==> config.mk <==
export PLATFORM = sky130hd
export DESIGN_NAME = fpa_adder
export DESIGN_NICKNAME = d
export VERILOG_FILES = /design/src/fpa_pkg.sv /design/src/fpa_adder.sv /design/src/fpa_special.sv /design/src/fpa_normalize.sv /design/src/fpa_align_add.sv /design/src/fpa_classify.sv
export SDC_FILE = /design/constraint.sdc
export NUM_CORES = 1
export LEC_CHECK = 0
export ABC_CLOCK_PERIOD_IN_PS = 25000
export CAP_MARGIN = 20
export CORE_UTILIZATION = 60
export DETAILED_ROUTE_END_ITERATION = 6
export DONT_BUFFER_PORTS = 1
export PLACE_DENSITY = 0.76
export SLEW_MARGIN = 10
export SYNTH_ARGS = -nofsm -noshare
export SYNTH_HDL_FRONTEND = slang
export SYNTH_HIERARCHICAL = 1
export SYNTH_SLANG_ARGS = --single-unit
==> constraint.sdc <==
create_clock -name i_clk -period 25 [get_ports i_clk]
set_input_delay 5 -clock i_clk [delete_from_list [all_inputs] [get_ports i_clk]]
set_output_delay 5 -clock i_clk [all_outputs]
set_load 0.01 [all_outputs]
==> src/fpa_pkg.sv <==
// Shared definitions for the pipelined binary32 adder
// Field widths and special constants
// Word union read as raw bits or as sign, exponent and fraction
// Operand class flags and unpacked operand
// Stage struct held between the add and normalize stages

package fpa_pkg;

	// ====================================================================
	// Widths and constants
	// ====================================================================

	localparam int WORD_W  = 32;                         // binary32 word
	localparam int EXP_W   = 8;                          // Biased exponent
	localparam int FRAC_W  = 23;                         // Stored fraction
	localparam int MANT_W  = FRAC_W + 1;                 // With hidden bit
	localparam int GUARD_W = 3;                          // Guard, round, sticky
	localparam int SUM_W   = MANT_W + GUARD_W + 1;       // Plus carry out

	localparam logic [EXP_W-1:0]  EXP_MAX    = '1;       // Inf and NaN exponent
	localparam logic [WORD_W-1:0] CANON_QNAN = 32'h7FC0_0000;

	// ====================================================================
	// Types
	// ====================================================================

	typedef struct packed {
		logic              sign;
		logic [EXP_W-1:0]  exp;
		logic [FRAC_W-1:0] frac;
	} fp32_fields_t;

	// Same word seen as raw bits or as its fields
	typedef union packed {
		logic [WORD_W-1:0] raw;
		fp32_fields_t      fields;
	} fp32_u;

	typedef struct packed {
		logic is_zero;   // True zero or flushed subnormal
		logic is_inf;
		logic is_nan;
	} fp_class_t;

	typedef struct packed {
		logic              sign;
		logic [EXP_W-1:0]  exp;
		logic [MANT_W-1:0] mant;  // Hidden bit at the top
	} fp_unpacked_t;

	// Registered between add and normalize
	typedef struct packed {
		logic             sign;
		logic [EXP_W-1:0] exp_big;
		logic             eff_sub;
		logic [SUM_W-1:0] sum;
		fp_class_t        class_a;
		fp_class_t        class_b;
		fp32_u            op_a;
		fp32_u            op_b;
	} add_stage_t;

endpackage
==> src/fpa_adder.sv <==
// Two-stage pipelined binary32 adder
// Stage 1 classifies, aligns and adds into the stage register
// Stage 2 normalizes, rounds and selects special results
// Valid strobe follows the data with a fixed latency of two clocks

`timescale 1ns/1ps

module fpa_adder (
	input  logic           i_clk,
	input  logic           i_arst_n,
	input  logic           i_valid,
	input  fpa_pkg::fp32_u i_a,
	input  fpa_pkg::fp32_u i_b,
	output logic           o_valid,
	output fpa_pkg::fp32_u o_result
);
	import fpa_pkg::*;

	fp_unpacked_t     unp_a;
	fp_unpacked_t     unp_b;
	fp_class_t        class_a;
	fp_class_t        class_b;
	logic             add_sign;
	logic [EXP_W-1:0] add_exp_big;
	logic             add_eff_sub;
	logic [SUM_W-1:0] add_sum;
	add_stage_t       stage_d;
	add_stage_t       stage_q;
	logic             stage_vld;     // Stage register holds a live item
	fp32_u            normal_res;
	fp32_u            final_res;

	// ====================================================================
	// Stage 1
	// ====================================================================

	fpa_classify u_classify_a (.i_op(i_a), .o_unp(unp_a), .o_class(class_a));
	fpa_classify u_classify_b (.i_op(i_b), .o_unp(unp_b), .o_class(class_b));

	fpa_align_add u_align_add (
		.i_a       (unp_a),
		.i_b       (unp_b),
		.o_sign    (add_sign),
		.o_exp_big (add_exp_big),
		.o_eff_sub (add_eff_sub),
		.o_sum     (add_sum)
	);

	always_comb begin
		stage_d.sign    = add_sign;
		stage_d.exp_big = add_exp_big;
		stage_d.eff_sub = add_eff_sub;
		stage_d.sum     = add_sum;
		stage_d.class_a = class_a;       // Carried for special selection
		stage_d.class_b = class_b;
		stage_d.op_a    = i_a;
		stage_d.op_b    = i_b;
	end

	always_ff @(posedge i_clk or negedge i_arst_n) begin
		if (!i_arst_n) begin
			stage_vld <= 1'b0;
			stage_q   <= '0;
		end else begin
			stage_vld <= i_valid;
			if (i_valid) begin
				stage_q <= stage_d;      // Data held while idle
			end
		end
	end

	// ====================================================================
	// Stage 2
	// ====================================================================

	fpa_normalize u_normalize (.i_stage(stage_q), .o_result(normal_res));

	fpa_special u_special (
		.i_class_a (stage_q.class_a),
		.i_class_b (stage_q.class_b),
		.i_op_a    (stage_q.op_a),
		.i_op_b    (stage_q.op_b),
		.i_normal  (normal_res),
		.o_result  (final_res)
	);

	always_ff @(posedge i_clk or negedge i_arst_n) begin
		if (!i_arst_n) begin
			o_valid  <= 1'b0;
			o_result <= '0;
		end else begin
			o_valid <= stage_vld;
			if (stage_vld) begin
				o_result <= final_res;
			end
		end
	end

endmodule

==> src/fpa_special.sv <==
// Special-case result selection
// NaN, opposite infinities, infinity, zero operands
// Equal magnitudes of opposite sign
// Falls back to the normal datapath result

`timescale 1ns/1ps

module fpa_special (
	input  fpa_pkg::fp_class_t i_class_a,
	input  fpa_pkg::fp_class_t i_class_b,
	input  fpa_pkg::fp32_u     i_op_a,
	input  fpa_pkg::fp32_u     i_op_b,
	input  fpa_pkg::fp32_u     i_normal,
	output fpa_pkg::fp32_u     o_result
);
	import fpa_pkg::*;

	logic sign_a;
	logic sign_b;

	assign sign_a = i_op_a.fields.sign;
	assign sign_b = i_op_b.fields.sign;

	// Priority order top to bottom
	always_comb begin
		if (i_class_a.is_nan || i_class_b.is_nan) begin
			o_result.raw = CANON_QNAN;
		end else if (i_class_a.is_inf && i_class_b.is_inf && (sign_a ^ sign_b)) begin
			o_result.raw = CANON_QNAN;                        // Inf minus inf
		end else if (i_class_a.is_inf) begin
			o_result = i_op_a;
		end else if (i_class_b.is_inf) begin
			o_result = i_op_b;
		end else if (i_class_a.is_zero && i_class_b.is_zero) begin
			o_result.raw = {sign_a & sign_b, {(WORD_W-1){1'b0}}};  // -0 only if both
		end else if (i_class_a.is_zero) begin
			o_result = i_op_b;
		end else if (i_class_b.is_zero) begin
			o_result = i_op_a;
		end else if ((i_op_a.raw[WORD_W-2:0] == i_op_b.raw[WORD_W-2:0]) && (sign_a ^ sign_b)) begin
			o_result.raw = '0;                                // x + (-x) is +0
		end else begin
			o_result = i_normal;
		end
	end

endmodule

==> src/fpa_normalize.sv <==
// Normalization of the registered significand sum
// Leading zero count and left shift, or one right shift on carry out
// Round to nearest even from guard, round and sticky bits
// Exponent underflow to signed zero and overflow to signed infinity

`timescale 1ns/1ps

module fpa_normalize (
	input  fpa_pkg::add_stage_t i_stage,
	output fpa_pkg::fp32_u      o_result
);
	import fpa_pkg::*;

	localparam int LZ_W = $clog2(SUM_W);

	logic [LZ_W-1:0]         lz;           // Leading zeros below the carry bit
	logic [SUM_W-2:0]        norm;         // Hidden bit on top, GRS at the bottom
	logic signed [EXP_W+1:0] exp_n;        // Exponent after normalizing
	logic signed [EXP_W+1:0] exp_r;        // Exponent after rounding
	logic                    lsb_bit;
	logic                    guard_bit;
	logic                    round_bit;
	logic                    sticky_bit;
	logic                    round_inc;
	logic [MANT_W:0]         rounded;      // Extra bit catches the rounding carry
	logic [MANT_W-1:0]       mant_r;
	logic [EXP_W-1:0]        res_exp;
	logic [FRAC_W-1:0]       res_frac;

	// Leading zeros of the sum without its carry bit
	function automatic logic [LZ_W-1:0] count_lz(input logic [SUM_W-2:0] v);
		logic [LZ_W-1:0] n;
		logic            found;
		n     = '0;
		found = 1'b0;
		for (int i = SUM_W - 2; i >= 0; i--) begin
			if (!found) begin
				if (v[i]) begin
					found = 1'b1;
				end else begin
					n = n + 1'b1;
				end
			end
		end
		return n;
	endfunction

	assign lz = count_lz(i_stage.sum[SUM_W-2:0]);

	// ====================================================================
	// Normalize
	// ====================================================================

	always_comb begin
		if (i_stage.sum[SUM_W-1]) begin
			// On carry out bit 0 folds into sticky
			norm  = {i_stage.sum[SUM_W-1:2], i_stage.sum[1] | i_stage.sum[0]};
			exp_n = $signed({2'b00, i_stage.exp_big}) + 10'sd1;
		end else begin
			norm  = i_stage.sum[SUM_W-2:0] << lz;
			exp_n = $signed({2'b00, i_stage.exp_big}) - $signed({5'b00000, lz});
		end
	end

	// ====================================================================
	// Round to nearest even
	// ====================================================================

	assign lsb_bit    = norm[GUARD_W];
	assign guard_bit  = norm[GUARD_W-1];
	assign round_bit  = norm[GUARD_W-2];
	assign sticky_bit = norm[0];
	assign round_inc  = guard_bit & (round_bit | sticky_bit | lsb_bit);

	assign rounded = {1'b0, norm[SUM_W-2:GUARD_W]} + (MANT_W+1)'(round_inc);

	// Rounding carry renormalizes by one place
	assign mant_r = rounded[MANT_W] ? rounded[MANT_W:1] : rounded[MANT_W-1:0];
	assign exp_r  = exp_n + $signed({{(EXP_W+1){1'b0}}, rounded[MANT_W]});

	// ====================================================================
	// Range limits
	// ====================================================================

	always_comb begin
		if (~|i_stage.sum || exp_r <= 0) begin
			res_exp  = '0;                       // Signed zero without gradual underflow
			res_frac = '0;
		end else if (exp_r >= $signed({2'b00, EXP_MAX})) begin
			res_exp  = EXP_MAX;                  // Signed infinity
			res_frac = '0;
		end else begin
			res_exp  = exp_r[EXP_W-1:0];
			res_frac = mant_r[FRAC_W-1:0];       // Hidden bit dropped
		end
	end

	assign o_result.fields = {i_stage.sign, res_exp, res_frac};

endmodule

==> src/fpa_align_add.sv <==
// Exponent compare and operand swap
// Right alignment of the smaller significand with sticky collection
// Significand add or subtract by effective operation
// Result sign from the larger magnitude, +0 on exact cancellation

`timescale 1ns/1ps

module fpa_align_add (
	input  fpa_pkg::fp_unpacked_t          i_a,
	input  fpa_pkg::fp_unpacked_t          i_b,
	output logic                           o_sign,
	output logic [fpa_pkg::EXP_W-1:0]      o_exp_big,
	output logic                           o_eff_sub,
	output logic [fpa_pkg::SUM_W-1:0]      o_sum
);
	import fpa_pkg::*;

	fp_unpacked_t       op_big;      // Larger magnitude
	fp_unpacked_t       op_small;    // Operand to be shifted
	logic               a_ge_b;
	logic [EXP_W-1:0]   exp_diff;
	logic [EXP_W-1:0]   shift_amt;   // Saturated shift distance
	logic [SUM_W-1:0]   big_ext;
	logic [SUM_W-1:0]   small_ext;
	logic [SUM_W-1:0]   small_al;    // Aligned with sticky folded into bit 0
	logic [2*SUM_W-1:0] shift_win;   // Upper half kept, lower half lost
	logic               sticky;

	// ====================================================================
	// Compare and swap
	// ====================================================================

	// Exponent first and significand on a tie
	assign a_ge_b   = {i_a.exp, i_a.mant} >= {i_b.exp, i_b.mant};
	assign op_big   = a_ge_b ? i_a : i_b;
	assign op_small = a_ge_b ? i_b : i_a;

	assign exp_diff  = op_big.exp - op_small.exp;   // Never negative after swap
	assign shift_amt = (exp_diff > EXP_W'(SUM_W)) ? EXP_W'(SUM_W) : exp_diff;

	// ====================================================================
	// Alignment
	// ====================================================================

	// Carry slot on top, guard bits below
	assign big_ext   = {1'b0, op_big.mant, {GUARD_W{1'b0}}};
	assign small_ext = {1'b0, op_small.mant, {GUARD_W{1'b0}}};

	assign shift_win = {small_ext, {SUM_W{1'b0}}} >> shift_amt;
	assign sticky    = |shift_win[SUM_W-1:0];   // Everything shifted out
	assign small_al  = {shift_win[2*SUM_W-1:SUM_W+1], shift_win[SUM_W] | sticky};

	// ====================================================================
	// Add or subtract
	// ====================================================================

	assign o_eff_sub = i_a.sign ^ i_b.sign;

	// Big minus small cannot go negative
	assign o_sum = o_eff_sub ? (big_ext - small_al) : (big_ext + small_al);

	assign o_exp_big = op_big.exp;

	// Exact cancellation gives +0
	assign o_sign = (o_eff_sub && ~|o_sum) ? 1'b0 : op_big.sign;

endmodule

==> src/fpa_classify.sv <==
// Operand classifier for one binary32 input
// Zero, infinity and NaN flags
// Unpacked sign, exponent and significand with hidden bit
// Subnormals are flushed to a zero of their own sign

`timescale 1ns/1ps

module fpa_classify (
	input  fpa_pkg::fp32_u        i_op,
	output fpa_pkg::fp_unpacked_t o_unp,
	output fpa_pkg::fp_class_t    o_class
);
	import fpa_pkg::*;

	logic exp_zero;   // Exponent all zero
	logic exp_ones;   // Exponent all ones
	logic frac_nz;    // Any fraction bit set

	assign exp_zero = ~|i_op.fields.exp;
	assign exp_ones = &i_op.fields.exp;
	assign frac_nz  = |i_op.fields.frac;

	// Subnormal counts as zero
	assign o_class.is_zero = exp_zero;
	assign o_class.is_inf  = exp_ones & ~frac_nz;
	assign o_class.is_nan  = exp_ones & frac_nz;

	assign o_unp.sign = i_op.fields.sign;   // Sign kept even when flushed
	assign o_unp.exp  = i_op.fields.exp;

	// Flushed operand contributes nothing to the sum
	assign o_unp.mant = exp_zero ? '0 : {1'b1, i_op.fields.frac};

endmodule

==> impl_metrics.py <==
metrics = {
    "run_status": {
        "status": "completed",
    },
    "logic_synthesis": {
        "mappedNetlistNets": 2928,
        "syn_inst": 2745,
        "synth_area_per_cell_sq_um": 7.89,
        "post_synthesis_instance_area_sq_um": 21600,
        "synth_warn": 6,
    },
    "power": {
        "power.density_nw_per_um2": 74.7,
        "total_leakage_power_nw": 9.00,
        "finalPower_mw": 1.65,
        "vdd_ir_drop_max_uv": 54.9,
    },
    "global_routing": {
        "grt_overflow": 0,
        "grt_antenna_before_repair": 1,
        "global_route_wire_length_before_repair_microns": 118000,
        "globalRoute.busiestLayer": "met2",
        "via_count_of_the_first_global_routing_pass": 20800,
        "grt_max_degree": 142,
        "groute.usage.overall": 0.411,
        "grt_util_met3": 0.103,
        "globalRouteMet2Util": 0.669,
        "grt_use_met1": 0.506,
    },
    "setup_path": {
        "crit_start_category": "register",
        "worstPathRequired_ns": 25.31,
        "r2r-start": "stage_q[95]",
        "timing.reg2reg.worst_path_depth": 94,
        "worst_r2r_endpoint": "o_result[3]",
        "cp.buffers_inverters": 10,
        "cpLargestDelayFamily": "compound AO/OA/AOI/OAI gates",
        "crit_path_frequent_cell": "sky130_fd_sc_hd__ha_1",
        "path_max_fanout": 30,
        "slowest_delay_ns": 0.67,
        "startpoint": "stage_q[95]",
        "regToRegSetupSlack_ns": 2.79,
        "critPathSlowestCell": "sky130_fd_sc_hd__o31ai_1",
        "setup.worst_path.class": "register to register",
        "worst_ep_arrival_time_ns": 22.52,
        "timing.critical_path.to_type": "register",
    },
    "cts": {
        "cts_max_path_buffers": 2,
        "cts_inserted_buffers": 17,
        "cts-htree-levels": 4,
        "cts.reportedPaths.clkPinSlew_ns": 0.08,
        "tritoncts_clock_tree": "done",
        "latest_clock_arrival_within_the_worst_skew_pair_ns": 0.44,
        "cts_num_sinks": 141,
        "ctsResizeCount": 0,
        "clk_root_buffer_cell": "sky130_fd_sc_hd__clkbuf_16",
        "hold_buffer_count_at_cts": 0,
        "postCtsSetupRepairBufs": 0,
    },
    "route": {
        "detail_route.wl_per_cell_microns": 25.2,
        "drt-initial-drc-count": 3197,
        "totalWireLength_microns": 77400,
        "route.detailed.vias_per_inst": 7.22,
        "drc": 0,
        "ant_nets": 0,
        "num_vias": 22100,
        "drtPass1Iterations": 7,
    },
    "timing": {
        "final_min_period_over_clock_period": 0.888,
        "max_clock_freq_mhz": 45.0,
        "grt_setup_unrepaired": "no",
        "worstMarginPinSlew_ns": 1.21,
        "slew_violations": 0,
        "max_slew_margin": 0.194,
        "final_period_minus_worst_setup_slack_ns": 22.21,
        "fin_skew_ns": 0.0180,
        "tns_ns": 0,
        "report.final.setup_viol": 0,
        "report.final.hold_viol_count": 0,
    },
    "floorplan": {
        "die_width_microns": 192,
        "ioPinCount": 100,
        "die-height_microns": 192,
        "initial_core_util": 0.609,
        "die_area_sq_um": 36800,
        "number_of_placement_rows": 69,
        "core_region_area_sq_um": 35600,
    },
    "final_layout": {
        "finalInstanceArea_sq_um": 22100,
        "layout.cells.most_common_list": "sky130_fd_sc_hd__nand2_1 (212), sky130_fd_sc_hd__a21oi_1 (206), sky130_fd_sc_hd__nor2_1 (178), sky130_fd_sc_hd__mux2_2 (168), sky130_fd_sc_hd__o21ai_0 (155)",
        "layout.cells.most_common": "sky130_fd_sc_hd__nand2_1",
        "areaGrowthSynthToFinish_pct": 1.95,
        "n_fill_cell": 3205,
        "share_of_layout_cells_above_drive_strength_1": 0.143,
        "layout.nets": 2771,
    },
    "place": {
        "place_hpwl_microns": 58800,
        "io_buffers": 0,
        "gp_routability_congestion": 1.02,
        "dpl_cell_area_sq_um": 21400,
    },
    "hold_path": {
        "hp-class": "register to register",
        "hold_path_startpoint": "stage_q[107]",
        "hold_end": "stage_q[107]",
        "worstHoldPathCells": 1,
    },
    "run": {
        "max-cap-violations": 0,
    },
}
==> sequential cells by signal (all words and copies together), names as in the netlist <==
| name | flops |
|---|---|
| o_valid | 1 |
| stage_vld | 1 |
| o_result | 32 |
| stage_q | 107 |
==> worst max path at each step <==
stage	end	slack [ns]	cells after the start
finish	o_result[3]	2.79	94
global route	o_result[3]	1.57	94
CTS	o_result[3]	3.50	94
detailed placement	o_result[3]	3.58	94
global placement	o_result[3]	4.62	94
floorplan	o_result[11]	6.33	97
==> per-stage QoR <==
stage	std cells	utilization	setup slack (ns)	hold WS, ns
2_1_floorplan	2745	-	6.33	0.352
3_3_place_gp	3030	0.603	4.62	0.520
3_5_place_dp	3030	0.603	3.58	0.529
4_1_cts	3062	0.620	3.50	0.562
5_1_grt	3063	0.620	1.57	0.577
6_report	3066	0.620	2.79	0.565
==> report_power, final <==
part           total [mW]  internal (mW)  leakage (nW)  switching, mW
combinational       0.970          0.380          7.03          0.589
sequential          0.418          0.281          1.67          0.137
clock               0.260          0.136         0.298          0.124
total                1.65          0.798          9.00          0.850
==> per-layer routing <==
layer,vias up,share of wire
met4,0,0.055
met5,-,0
li1,9871,-
met3,303,0.10
met2,1443,0.45
met1,10500,0.39
==> final cells by class <==
cell class / count / area, sq um / area share
tap: 461 / 577 / 0.0261
multi-input combinational: 2273 / 16700 / 0.756
sequential: 141 / 3530 / 0.160
clock buffer: 17 / 425 / 0.0193
timing repair buffer: 22 / 165 / 0.00748
inverter: 133 / 499 / 0.0226
antenna: 4 / 10.0 / 0.000454
clock inverter: 15 / 189 / 0.00856
No activity file was read; power rests on OpenSTA's default activity.
